$ cat config.mk
export PLATFORM = sky130hd
export DESIGN_NAME = hps_io
export DESIGN_NICKNAME = d
export VERILOG_FILES = /design/src/hps_pkg.sv /design/src/hps_cmd_frame.sv /design/src/hps_input_regs.sv /design/src/hps_key_decode.sv /design/src/hps_file_loader.sv /design/src/hps_io.sv
export SDC_FILE = /design/constraint.sdc
export NUM_CORES = 1
export LEC_CHECK = 0
export BUFFER_PORTS_ARGS = -buffer_cell sky130_fd_sc_hd__buf_2
export CAP_MARGIN = 20
export CORE_ASPECT_RATIO = 0.75
export CORE_UTILIZATION = 31
export CTS_CLUSTER_DIAMETER = 150
export DETAILED_ROUTE_END_ITERATION = 10
export GPL_TIMING_DRIVEN = 0
export PLACE_DENSITY = 0.55
export SLEW_MARGIN = 20
export SYNTH_ARGS = -nofsm -noshare
export SYNTH_HDL_FRONTEND = slang
export SYNTH_SLANG_ARGS = --single-unit
export TNS_END_PERCENT = 20
$ cat constraint.sdc
create_clock -name clk_sys -period 3.2 [get_ports clk_sys]
set_clock_uncertainty 0.05 [all_clocks]
set_input_delay 0 -clock clk_sys [delete_from_list [all_inputs] [get_ports clk_sys]]
set_output_delay 0 -clock clk_sys [all_outputs]
set_load 0.01 [all_outputs]
$ cat src/hps_pkg.sv
`default_nettype none

package hps_pkg;

	// bus and register widths
	localparam int IO_W        = 16;
	localparam int CNT_W       = 4;
	localparam int JOY_W       = 32;
	localparam int STATUS_W    = 64;
	localparam int FILE_ADDR_W = 27;

	typedef logic [IO_W-1:0]     io_word_t;
	typedef logic [CNT_W-1:0]    byte_cnt_t;
	typedef logic [JOY_W-1:0]    joy_t;
	typedef logic [STATUS_W-1:0] status_t;

	// one word event as seen by the function blocks
	typedef struct packed {
		io_word_t  cmd;
		byte_cnt_t cnt;
		logic      first;
		logic      data;
		logic      last;
		io_word_t  din;
	} hps_word_t;

	////////////////////////////////////////
	// command codes
	localparam io_word_t CMD_CFG         = 16'h0001;
	localparam io_word_t CMD_JOY0        = 16'h0002;
	localparam io_word_t CMD_JOY1        = 16'h0003;
	localparam io_word_t CMD_KBD         = 16'h0005;
	localparam io_word_t CMD_STATUS      = 16'h001E;
	localparam io_word_t CMD_STATUS_REQ  = 16'h0029;
	localparam io_word_t CMD_FILE_TX     = 16'h0053;
	localparam io_word_t CMD_FILE_TX_DAT = 16'h0054;
	localparam io_word_t CMD_FILE_INDEX  = 16'h0055;
	localparam io_word_t CMD_FILE_INFO   = 16'h0056;

	// upper byte of a keyboard word that the host wants ignored
	localparam logic [7:0] KEY_SKIP_BYTE = 8'hFF;

endpackage

`default_nettype wire

$ cat src/hps_cmd_frame.sv
`default_nettype none

module hps_cmd_frame
	import hps_pkg::*;
(
	input  logic      clk_sys,
	input  logic      reset,
	input  logic      enable,
	input  logic      strobe,
	input  io_word_t  din,
	output hps_word_t word
);

	io_word_t  cmd_r;
	byte_cnt_t cnt_r;
	logic      has_cmd;
	logic      take;

	assign take = enable & strobe;

	// word events, combinational from the strobe
	always_comb begin
		word.first = take & ~has_cmd;
		word.data  = take & has_cmd;
		// enable low after a frame that carried a command
		word.last  = ~enable & has_cmd;
		// on the command strobe itself the code is still on the bus
		word.cmd   = has_cmd ? cmd_r : din;
		word.cnt   = cnt_r;
		word.din   = din;
	end

	always_ff @(posedge clk_sys) begin
		if (reset) begin
			cmd_r   <= '0;
			cnt_r   <= '0;
			has_cmd <= 1'b0;
		end else if (!enable) begin
			cmd_r   <= '0;
			cnt_r   <= '0;
			has_cmd <= 1'b0;
		end else if (take) begin
			if (!has_cmd) begin
				cmd_r   <= din;
				cnt_r   <= 4'd1;
				has_cmd <= 1'b1;
			end else if (cnt_r != 4'hF) begin
				// saturate so long frames keep the last position
				cnt_r <= cnt_r + 4'd1;
			end
		end
	end

endmodule

`default_nettype wire

$ cat src/hps_input_regs.sv
`default_nettype none

module hps_input_regs
	import hps_pkg::*;
(
	input  logic      clk_sys,
	input  logic      reset,
	input  hps_word_t word,
	input  status_t   status_in,
	input  logic      status_set,
	output joy_t      joystick_0,
	output joy_t      joystick_1,
	output logic [1:0] buttons,
	output logic      forced_scandoubler,
	output logic      direct_video,
	output status_t   status,
	output io_word_t  io_dout
);

	io_word_t  cfg;
	status_t   status_req;
	logic [3:0] req_cnt;
	logic      status_set_d;
	io_word_t  rd_val;

	assign buttons            = cfg[1:0];
	assign forced_scandoubler = cfg[4];
	assign direct_video       = cfg[10];

	////////////////////////////////////////
	// host writes
	always_ff @(posedge clk_sys) begin
		if (reset) begin
			cfg        <= '0;
			joystick_0 <= '0;
			joystick_1 <= '0;
			status     <= '0;
		end else if (word.data) begin
			case (word.cmd)
				CMD_CFG: cfg <= word.din;
				CMD_JOY0: begin
					if (word.cnt == 4'd1)
						joystick_0[15:0] <= word.din;
					else
						joystick_0[31:16] <= word.din;
				end
				CMD_JOY1: begin
					if (word.cnt == 4'd1)
						joystick_1[15:0] <= word.din;
					else
						joystick_1[31:16] <= word.din;
				end
				CMD_STATUS: begin
					// quarters arrive lowest first
					case (word.cnt)
						4'd1: status[15:0]  <= word.din;
						4'd2: status[31:16] <= word.din;
						4'd3: status[47:32] <= word.din;
						4'd4: status[63:48] <= word.din;
						default: ;
					endcase
				end
				default: ;
			endcase
		end
	end

	////////////////////////////////////////
	// core side status-set request
	always_ff @(posedge clk_sys) begin
		if (reset) begin
			status_set_d <= 1'b0;
			req_cnt      <= '0;
		end else begin
			status_set_d <= status_set;
			if (status_set && !status_set_d)
				req_cnt <= req_cnt + 4'd1;
		end
	end

	always_ff @(posedge clk_sys) begin
		if (status_set && !status_set_d)
			status_req <= status_in;
	end

	////////////////////////////////////////
	// read-back
	always_comb begin
		rd_val = '0;
		if (word.cmd == CMD_STATUS_REQ) begin
			if (word.first) begin
				rd_val = {8'h00, 4'hA, req_cnt};
			end else begin
				case (word.cnt)
					4'd1: rd_val = status_req[15:0];
					4'd2: rd_val = status_req[31:16];
					4'd3: rd_val = status_req[47:32];
					4'd4: rd_val = status_req[63:48];
					default: rd_val = '0;
				endcase
			end
		end
	end

	always_ff @(posedge clk_sys) begin
		if (reset)
			io_dout <= '0;
		else if (word.first || word.data)
			io_dout <= rd_val;
		else if (word.last)
			io_dout <= '0;
	end

endmodule

`default_nettype wire

$ cat src/hps_key_decode.sv
`default_nettype none

module hps_key_decode
	import hps_pkg::*;
(
	input  logic        clk_sys,
	input  logic        reset,
	input  hps_word_t   word,
	output logic [10:0] ps2_key
);

	logic [31:0] raw;
	logic        skip;
	logic        pressed;
	logic        extended;
	logic [9:0]  key_code;

	// break codes carry F0 just before the key byte
	assign pressed  = (raw[15:8] != 8'hF0);
	assign extended = pressed ? (raw[15:8] == 8'hE0) : (raw[23:16] == 8'hE0);

	always_comb begin
		key_code = {pressed, extended, raw[7:0]};
		case (raw)
			// print screen make
			32'hE012E07C: key_code = 10'h37C;
			// print screen break
			32'h7CE0F012: key_code = 10'h17C;
			// pause make
			32'hF014F077: key_code = 10'h377;
			default: ;
		endcase
	end

	////////////////////////////////////////
	// byte collection
	always_ff @(posedge clk_sys) begin
		if (reset) begin
			raw  <= '0;
			skip <= 1'b0;
		end else if (word.cmd == CMD_KBD) begin
			if (word.first) begin
				raw  <= '0;
				skip <= 1'b0;
			end else if (word.data) begin
				if (word.din[15:8] == KEY_SKIP_BYTE)
					skip <= 1'b1;
				else if (!skip)
					raw <= {raw[23:0], word.din[7:0]};
			end
		end
	end

	// event is published when the frame closes
	always_ff @(posedge clk_sys) begin
		if (reset)
			ps2_key <= '0;
		else if (word.last && word.cmd == CMD_KBD && !skip)
			ps2_key <= {~ps2_key[10], key_code};
	end

endmodule

`default_nettype wire

$ cat src/hps_file_loader.sv
`default_nettype none

module hps_file_loader
	import hps_pkg::*;
#(
	parameter int WIDE = 0
)
(
	input  logic                   clk_sys,
	input  logic                   reset,
	input  hps_word_t              word,
	output logic                   ioctl_download,
	output logic [7:0]             ioctl_index,
	output logic [31:0]            ioctl_file_ext,
	output logic [FILE_ADDR_W-1:0] ioctl_addr,
	output logic [15:0]            ioctl_dout,
	output logic                   ioctl_wr
);

	localparam logic [FILE_ADDR_W-1:0] ADDR_STEP = (WIDE != 0) ? 27'd2 : 27'd1;

	logic [FILE_ADDR_W-1:0] addr;
	logic                   wr_pend;
	logic [15:0]            wr_data;

	// 8-bit mode only carries the low byte
	assign wr_data = (WIDE != 0) ? word.din : {8'h00, word.din[7:0]};

	always_ff @(posedge clk_sys) begin
		if (reset) begin
			ioctl_download <= 1'b0;
			ioctl_index    <= '0;
			ioctl_file_ext <= '0;
			ioctl_addr     <= '0;
			ioctl_dout     <= '0;
			ioctl_wr       <= 1'b0;
			wr_pend        <= 1'b0;
			addr           <= '0;
		end else begin
			// write strobe trails the data load by one stage
			ioctl_wr <= wr_pend;
			wr_pend  <= 1'b0;

			if (word.data) begin
				case (word.cmd)
					CMD_FILE_INFO: begin
						if (word.cnt == 4'd1)
							ioctl_file_ext[31:16] <= word.din;
						else if (word.cnt == 4'd2)
							ioctl_file_ext[15:0] <= word.din;
					end
					CMD_FILE_INDEX: ioctl_index <= word.din[7:0];
					CMD_FILE_TX: begin
						if (word.din[7:0] != 8'h00) begin
							addr           <= '0;
							ioctl_download <= 1'b1;
						end else begin
							// leave the final length on the address
							ioctl_addr     <= addr;
							ioctl_download <= 1'b0;
						end
					end
					CMD_FILE_TX_DAT: begin
						ioctl_addr <= addr;
						ioctl_dout <= wr_data;
						wr_pend    <= 1'b1;
						addr       <= addr + ADDR_STEP;
					end
					default: ;
				endcase
			end
		end
	end

endmodule

`default_nettype wire

$ cat src/hps_io.sv
`default_nettype none

module hps_io
	import hps_pkg::*;
#(
	parameter int WIDE = 0
)
(
	input  logic                   clk_sys,
	input  logic                   reset,
	input  logic                   io_enable,
	input  logic                   fp_enable,
	input  logic                   io_strobe,
	input  io_word_t               io_din,
	output io_word_t               io_dout,
	input  status_t                status_in,
	input  logic                   status_set,
	output joy_t                   joystick_0,
	output joy_t                   joystick_1,
	output logic [1:0]             buttons,
	output logic                   forced_scandoubler,
	output logic                   direct_video,
	output status_t                status,
	output logic [10:0]            ps2_key,
	output logic                   ioctl_download,
	output logic [7:0]             ioctl_index,
	output logic [31:0]            ioctl_file_ext,
	output logic [FILE_ADDR_W-1:0] ioctl_addr,
	output logic [15:0]            ioctl_dout,
	output logic                   ioctl_wr
);

	hps_word_t io_word;
	hps_word_t fp_word;

	////////////////////////////////////////
	// frame trackers, one per enable
	hps_cmd_frame u_io_frame (
		.clk_sys (clk_sys),
		.reset   (reset),
		.enable  (io_enable),
		.strobe  (io_strobe),
		.din     (io_din),
		.word    (io_word)
	);

	hps_cmd_frame u_fp_frame (
		.clk_sys (clk_sys),
		.reset   (reset),
		.enable  (fp_enable),
		.strobe  (io_strobe),
		.din     (io_din),
		.word    (fp_word)
	);

	////////////////////////////////////////
	// function blocks
	hps_input_regs u_input_regs (
		.clk_sys            (clk_sys),
		.reset              (reset),
		.word               (io_word),
		.status_in          (status_in),
		.status_set         (status_set),
		.joystick_0         (joystick_0),
		.joystick_1         (joystick_1),
		.buttons            (buttons),
		.forced_scandoubler (forced_scandoubler),
		.direct_video       (direct_video),
		.status             (status),
		.io_dout            (io_dout)
	);

	hps_key_decode u_key_decode (
		.clk_sys (clk_sys),
		.reset   (reset),
		.word    (io_word),
		.ps2_key (ps2_key)
	);

	hps_file_loader #(
		.WIDE (WIDE)
	) u_file_loader (
		.clk_sys        (clk_sys),
		.reset          (reset),
		.word           (fp_word),
		.ioctl_download (ioctl_download),
		.ioctl_index    (ioctl_index),
		.ioctl_file_ext (ioctl_file_ext),
		.ioctl_addr     (ioctl_addr),
		.ioctl_dout     (ioctl_dout),
		.ioctl_wr       (ioctl_wr)
	);

endmodule

`default_nettype wire

# Yosys cells after proc, flatten, opt, wreduce, memory -nomap -nowiden
# Index checks and enable logic that the tools add are counted.
[op_classes]
n_addsub = 4
multipliers = 0
n_div = 0
magnitude_cmp = 0
eq_ne = 31
shifts = 0
mux = 26
bitwise_logic = 13
n_reduce_logical = 34
[op_table]
columns = ["operator", "n"]
rows = [
  ["$mux 32", 4],
  ["$pmux 27 s2", 2],
  ["$mux 16", 6],
  ["$eq 16x7->1 const B", 4],
  ["$eq 32x32->1 const B", 2],
  ["$pmux 16 s4", 1],
  ["$mux 27", 2],
  ["$reduce_and 3->1", 12],
  ["$eq 16x2->1 const B", 2],
  ["$eq 32x31->1 const B", 1],
  ["$pmux 10 s3", 1],
  ["$add 27x1->27 const B", 1],
  ["$eq 8x8->1 const B", 3],
  ["$eq 16x1->1 const B", 1],
  ["$eq 16x3->1 const B", 1],
  ["$eq 16x5->1 const B", 1],
  ["$eq 16x6->1 const B", 1],
  ["$mux 4", 4],
  ["$add 4x1->4 const B", 3],
  ["$eq 4x2->1 const B", 3],
  ["$reduce_and 2->1", 6],
  ["$ne 2x2->1 const B", 5],
  ["$eq 4x1->1 const B", 2],
  ["$ne 4x4->1 const B", 2],
  ["13 further kinds", 38],
]
[totals]
reg_bits = 415
latchBits = 0
mem_bits_rw = 0
romBits = 0
in_bits = 86
out_inout_bits = 244
wordCells = 139
memories = 0

# Longest topological paths before layout
# Gate-level depths: netlist of the first run.
[depth]
depth_word = 5
ltp_mapped = 10
ltp_nobuf = 8

# Modules after synthesis
# A second synthesis of the first run with hierarchy kept.
[unflattened]
cells_unflattened = 1696
hier_area_um2 = 17365.4
[modules_own_cells]
columns = ["mod", "instances", "cells_each", "area_each_um2", "seq_area_each_um2"]
rows = [
  ["hps_input_regs", 1, 745, 8758.4, 4984.8],
  ["hps_file_loader", 1, 517, 4589.4, 2102.0],
  ["hps_cmd_frame", 2, 135, 1129.8, 420.4],
  ["hps_key_decode", 1, 164, 1757.9, 880.8],
]

# Worst setup path after synthesis of the first run
# OpenSTA, ideal clock, no wires.
[synth_path]
path_kind = "reg-to-reg"
startpoint = "reg u_input_regs.status_set_d"
endpoint = "reg u_input_regs.req_cnt[3]"
setup_ps = 128
arrival_time_ps = 2775
t_required_ps = 3022
setup_slack_ps = 248
stages_incl_launch_ff = 6
n_path_buf = 1
synth_period_minus_slack_ps = 2952
cell_sequence = "dfxtp_1 > nor2b_1 > clkbuf_1 > nand4_1 > xor2_1 > nor2_1"
[synth_via]
elab_chain_len = 2
[synth_rtl]
columns = ["item", "line_no", "source"]
rows = [
  ["start: declaration", "hps_input_regs.sv:23", "logic status_set_d;"],
  ["start signal: assignment", "hps_input_regs.sv:75", "status_set_d <= status_set;"],
  ["$logic_not 1->1", "hps_input_regs.sv:76", "if (status_set && !status_set_d)"],
  ["$logic_and 1x1->1", "hps_input_regs.sv:76", ""],
  ["end signal: assignment", "hps_input_regs.sv:77", "req_cnt <= req_cnt + 4'd1;"],
  ["end: declaration", "hps_input_regs.sv:22", "logic [3:0] req_cnt;"],
]
# Every way passes these cells.
# A chain may end at the register's enable or synchronous reset.

# Final worst setup path of the first run
[layout_path]
startpoint = "reg u_io_frame.cmd_r[11]"
endpoint = "reg u_input_regs.joystick_0[28]"
[layout_via]
elab_chain_len = 3
[layout_rtl]
columns = ["item", "line_no", "source"]
rows = [
  ["start: declaration", "hps_cmd_frame.sv:14", "io_word_t cmd_r;"],
  ["start signal: assignment", "hps_cmd_frame.sv:44", "cmd_r <= din;"],
  ["$mux 16", "hps_cmd_frame.sv:28", "word.cmd = has_cmd ? cmd_r : din;"],
  ["$eq 16x2->1", "hps_input_regs.sv:39", "case (word.cmd)"],
  ["$reduce_and 3->1 (no line)", "n/a", ""],
  ["end signal: assignment", "hps_input_regs.sv:45", "joystick_0[31:16] <= word.din;"],
  ["end: declaration", "hps_input_regs.sv:11", "output joy_t joystick_0,"],
]
# Every way passes these cells.

==> results of run 1 <==
## layout by cell type, fill, tap and decap left out, types with 5 or more instances in the layout
cell type	Yosys	layout
clkinv_2	0	6
buf_6	8	9
o21ai_0	42	42
or3_1	10	10
a21oi_1	267	267
a211oi_1	5	5
and2_1	11	11
nand4_1	16	16
nand3_1	72	72
nand3b_1	5	5
edfxtp_1	64	64
a31oi_1	7	7
a221oi_1	11	11
a22oi_1	20	20
nor2b_1	13	13
ha_1	9	9
a22o_1	10	10
nor3_1	15	15
dfxtp_1	344	344
buf_1	5	5
or4_1	8	8
and3_1	7	7
clkbuf_8	0	7
nand2_1	450	450
mux2i_1	47	47
dlygate4sd3_1	0	87
inv_1	11	11
clkbuf_1	95	105
nor4_1	11	10
conb_1	1	8
buf_4	13	13
buf_2	26	343
a311oi_1	5	5
clkbuf_16	0	46
nor2_1	99	99
nor4_2	7	8
## final cells by class
type | count | area, sq um
Multi-Input combinational cell | 1229 | 6500
Antenna cell | 2 | 5.00
Timing Repair Buffer | 406 | 2500
Tap cell | 657 | 822
Clock inverter | 14 | 199
Buffer | 148 | 703
Fill cell | 4988 | 29700
Sequential cell | 408 | 8810
Inverter | 11 | 41.3
Clock buffer | 66 | 1300
## sequential cells by signal, indices dropped and copies added (netlist names), 27 cells and up
signal,count
u_input_regs.status,64
u_file_loader.ioctl_file_ext,32
u_input_regs.status_req,64
u_key_decode.raw,32
u_file_loader.ioctl_addr,27
u_input_regs.joystick_0,32
u_input_regs.joystick_1,32
u_file_loader.addr,27
## per-layer routing
| metal | vias up | routed length (um) | track usage |
|---|---|---|---|
| met5 | - | 13 | 0 |
| met4 | 2 | 1460 | 0.0652 |
| met3 | 92 | 5180 | 0.0638 |
| met2 | 544 | 24300 | 0.319 |
| met1 | 7122 | 26700 | 0.297 |
| li1 | 7098 | - | - |
## how the worst min path moves through the flow
stage / start / endpoint / slack [ps] / depth (start not counted)
finish: status_in[47] / u_input_regs.status_req[47]$_DFFE_PP_ / 60 / 2
global route: status_in[47] / u_input_regs.status_req[47]$_DFFE_PP_ / 40 / 2
CTS: status_in[31] / u_input_regs.status_req[31]$_DFFE_PP_ / 20 / 2
detailed placement: status_in[39] / u_input_regs.status_req[39]$_DFFE_PP_ / 130 / 1
global placement: status_in[40] / u_input_regs.status_req[40]$_DFFE_PP_ / 130 / 1
floorplan: status_in[0] / u_input_regs.status_req[0]$_DFFE_PP_ / 50 / 0
## worst max-delay path: stages (launching register included)
cell and delay, ps:
dfxtp_1 320, nor4_2 380, nand4_1 280, nor4_1 750, and3_1 280, clkbuf_1 330, buf_2 290, nand2_1 80
a21oi_1 200
## kinds of logic (layout without fill, tap and decap cells)
group                      after synthesis  after routing  synth area share
DFF                                    408            408             0.550
buffers and inverters                  159            645            0.0462
muxes                                   47             47            0.0294
other                                    1             10          0.000234
AOI/OAI and AO/OA                      392            392             0.141
xor gates and xnor gates                 5              5           0.00274
and+or+nand+nor                        768            768             0.224
adders and majority gates                9              9           0.00703
## timing repair
item                       in CTS  in global routing
hold buffers                   87                  0
resized for setup               0                  1
setup endpoints to repair       0                  8
hold endpoints to repair      144                  0
## power groups by stage
stage,sequential [mW],clock [mW],combinational [mW]
after floorplan,5.41,0,0.235
after global placement,5.42,0,0.453
after detailed placement,5.41,0,0.470
after CTS,5.30,5.41,0.555
after global routing,5.30,5.64,0.598
final,5.30,5.31,0.557
## per-stage QoR
stage               utilization  setup WS (ps)
detailed placement        0.366            160
finish                    0.413            157
CTS                       0.413            126
floorplan                     -            248
global route              0.413           17.5
global placement          0.365           -555
==> impl_metrics.ini, run 1 <==
[status]
status = completed

[clock_network]
post-cts-setup-buffers = 0
clock_sink_count = 408
htree_num_levels = 2
numCtsBuffers = 44
cts_tree = done
cts_root_buf = clkbuf_16
clk_latency_ps = 600
clkTransAtPathRegs_ps = 60
clock_path_buffers = 3

[finish]
areaGrowthSynthToFinish_pct = 30.4
final_cells = 2941
design_area_sq_mm = 0.0209
drive_above_1_share = 0.205
finalNetCount = 2343

[logic_synthesis]
ys_ff_latch = 408
yosysSeqAreaShare = 0.550
synth_largest_area_cell = dfxtp_1
synth_most_common_cell = nand2_1
synth_ff_type = dfxtp_1
synth.distinct_cells = 76
synth.area.top_cells = dfxtp_1 43%, edfxtp_1 12%, nand2_1 11%
syn_area_sq_mm = 0.0160
avgSynthCellArea_sq_um = 8.95
yosys_warnings = 0
synthCells = 1789
synth_edf_count = 64
async_reset_ff_frac = 0
synth_common_cells = 450 x nand2_1, 344 x dfxtp_1, 267 x a21oi_1
yosys.area.top_type_share = 0.430

[sta]
slew_violations = 0
finalSetupViolCount = 0
hold_viol_final = 0
max_freq_mhz = 329
finalCritPeriodShare = 0.951
setup_tns_ps = 0
whs_ps = 56.4
tightest_slew_ps = 1020
period_needed_ps = 3040
relSlewSlack = 0.321
rsz0062_at_grt = false

[setup_path]
critPathCaptureType = flip-flop
path_class = flip-flop to flip-flop
critPathArrivalTime_ps = 3510
rr_endpoint = u_input_regs.joystick_0[28]$_SDFFE_PP0P_
required_ps = 3660
endpoint = u_input_regs.joystick_0[28]$_SDFFE_PP0P_
path_max_fanout = 10
r2r_cells = 8
cp-start-kind = flip-flop
r2r-start = u_io_frame.cmd_r[11]$_SDFFE_PP0N_
r2r_setup_slack_ps = 160
crit_start = u_io_frame.cmd_r[11]$_SDFFE_PP0N_

[global_routing]
overflow = 0
grt_pass1_wl_mm = 85.8
gr-usage-all-layers = 0.214
antenna_found_initial = 2
grt_pass1_vias = 13946
grt_start_max_net_pins = 57

[power_and_ir_drop]
power.switching_fraction = 0.236
pwr_density_cell_mw_per_mm2 = 535
combinationalPowerShare = 0.050
power.share.clock = 0.475
switchingPower_mw = 2.63
vdd_drop_max_uv = 333
cellLeakagePower_nw = 8.04
p_int_mw = 8.53
p_total_mw = 11.2
seq_power_share = 0.475

[placement]
placed_area_sq_mm = 0.0185
globalplace.congestion = 0.905
dp.cells = 2772
dp_hpwl_mm = 41.0
port_buffers = 316

[floorplan]
coreArea_sq_mm = 0.0505
die_w_um = 264
die_y_um = 199
dieArea_sq_mm = 0.0526
rows = 71
pin_count = 330
initial_core_util = 0.317

[routing]
routed_wire_length_per_instance_um = 19.6
ant_nets = 0
wl_mm = 57.7
drt-pass1-iter-count = 5
route.vias.total = 14858
viasPerCell = 5.05
drt_iter0_markers = 1167
route.detailed.drc = 0

[min_path]
min-delay-path-class = input port to flip-flop

[flow_run]
cap_violations = 0
Note: power is estimated with default switching activity, not from simulation.
==> run 2: changes to the inputs <==
Settings changed: BUFFER_PORTS_ARGS -buffer_cell sky130_fd_sc_hd__buf_2 to -buffer_cell sky130_fd_sc_hd__buf_4.
==> run 2 against run 1 <==
Sequential share of layout area shrank 1.4 points. Critical path depth shrank 1. Design area grew 3.5%. Maximum frequency grew 0.36%. Non-clock buffer count is the same. Hold slack lost 2.0 ps. Routed wire length is essentially flat. Combinational power grew 5.2%. Via count shrank 0.61%. Largest power group is now sequential cells. Cell count is essentially flat. Critical endpoint is now u_file_loader.ioctl_index[0]$_SDFFE_PP0P_. Critical path type unchanged.
==> impl_metrics.ini, run 2 (same netlist as run 1, synthesis figures left out) <==
[status]
status = completed

[routing]
routed_wire_length_per_instance_um = 19.6
viasPerCell = 5.02
ant_nets = 0
wl_mm = 57.7
route.detailed.drc = 0
drt-pass1-iter-count = 6
route.vias.total = 14768
drt_iter0_markers = 973

[setup_path]
path_max_fanout = 8
critPathArrivalTime_ps = 3410
cp-start-kind = flip-flop
critPathCaptureType = flip-flop
required_ps = 3570
path_class = flip-flop to flip-flop

[floorplan]
dieArea_sq_mm = 0.0526
coreArea_sq_mm = 0.0505
rows = 71
die_w_um = 264
die_y_um = 199
initial_core_util = 0.317
pin_count = 330

[placement]
port_buffers = 316
placed_area_sq_mm = 0.0193
globalplace.congestion = 0.898
dp_hpwl_mm = 41.0

[finish]
fillers = 4999
drive_above_1_share = 0.205
finalNetCount = 2343
final_core_util = 0.427
design_area_sq_mm = 0.0216
areaGrowthSynthToFinish_pct = 34.9
final_common_cell = nand2_1
diodes = 0
top_regs = u_input_regs.status x64, u_input_regs.status_req x64
final_cell_mix = 450 x nand2_1, 344 x dfxtp_1, 329 x buf_4, 267 x a21oi_1, 101 x clkbuf_1

[sta]
slew_violations = 0
whs_ps = 54.4
tightest_slew_ps = 1150
finalSetupViolCount = 0
relSlewSlack = 0.237
finalCritPeriodShare = 0.948
period_needed_ps = 3030
setup_tns_ps = 0
max_freq_mhz = 330
hold_viol_final = 0
rsz0062_at_grt = false

[power_and_ir_drop]
pwr_density_cell_mw_per_mm2 = 507
p_total_mw = 11.0
vdd_drop_max_uv = 320
cellLeakagePower_nw = 8.04

[clock_network]
clk_latency_ps = 580
cts_tree = done
clock_sink_count = 408
clkTransAtPathRegs_ps = 70
post-cts-setup-buffers = 0
cts_root_buf = clkbuf_16
clock_path_buffers = 3
htree_num_levels = 2
numCtsBuffers = 44

[min_path]
min-delay-path-class = input port to flip-flop

[global_routing]
grt_start_max_net_pins = 53
overflow = 0
grt_pass1_wl_mm = 85.7
grt_pass1_vias = 14108
gr-usage-all-layers = 0.214
antenna_found_initial = 2

[flow_run]
cap_violations = 0
run 2: changes by cell type in the layout (fill, tap and decap cells not counted), sizes merged:
| cell | delta |
|---|---|
| diode | -2 |
| clkinv | +4 |
| bufinv | -2 |
| dlygate4sd3 | +2 |
| buf | -2 |
| clkbuf | -6 |
| inv | +3 |
| clkinvlp | +2 |
run 2: power by group:
| part | internal (mW) | switching, mW |
|---|---|---|
| clock network | 2.85 | 2.22 |
| logic | 0.213 | 0.373 |
| registers | 5.27 | 0.0261 |
run 2: per-layer routing:
layer / global-route usage / wire length, um
met4: 0.0631 / 1340
met3: 0.0701 / 5480
met2: 0.326 / 24600
met1: 0.289 / 26300
met5: 0 / 11
run 2: final timing paths:
check / endpoint / start / slack [ps] / depth (start not counted)
min: u_key_decode.raw[4]$_SDFFE_PP0P_ / io_din[4] / 50 / 3
min reg2reg: u_file_loader.ioctl_wr$_SDFF_PP0_ / u_file_loader.wr_pend$_SDFF_PP0_ / 400 / 1
max: u_file_loader.ioctl_index[0]$_SDFFE_PP0P_ / u_fp_frame.cmd_r[11]$_SDFFE_PP0P_ / 170 / 7
max reg2reg: u_file_loader.ioctl_index[0]$_SDFFE_PP0P_ / u_fp_frame.cmd_r[11]$_SDFFE_PP0P_ / 170 / 7
run 2: through the flow:
step,setup WS (ps),instances
floorplan,248,1796
global placement,-581,2769
detailed placement,133,2770
CTS,105,2940
global route,64.0,2940
finish,168,2940
run 2: worst max-delay path, stage by stage, from the launching register on:
cell and delay [ps]:
dfxtp_1 320, nor4_2 460, nand2_1 350, nor3_2 500, nor4bb_2 550, buf_2 360, mux2i_1 220, nor2_1 60
run 2: area by class of cell:
| type | instances | area [sq um] | area share |
|---|---|---|---|
| plain buffers | 148 | 703 | 0.0326 |
| clock buffers | 60 | 1250 | 0.0580 |
| clock inverters | 21 | 168 | 0.00776 |
| inverters | 11 | 41.3 | 0.00191 |
| multi-input cells | 1229 | 6510 | 0.302 |
| flip-flops and latches | 408 | 8810 | 0.408 |
| well taps | 657 | 822 | 0.0381 |
| repair buffers | 406 | 3290 | 0.152 |
run 2: repair_timing:
item                                   in CTS  in global routing
gates resized for setup                     0                  1
endpoints found under the hold margin     137                  0
setup endpoints to repair                   0                  8
hold buffers                               89                  0
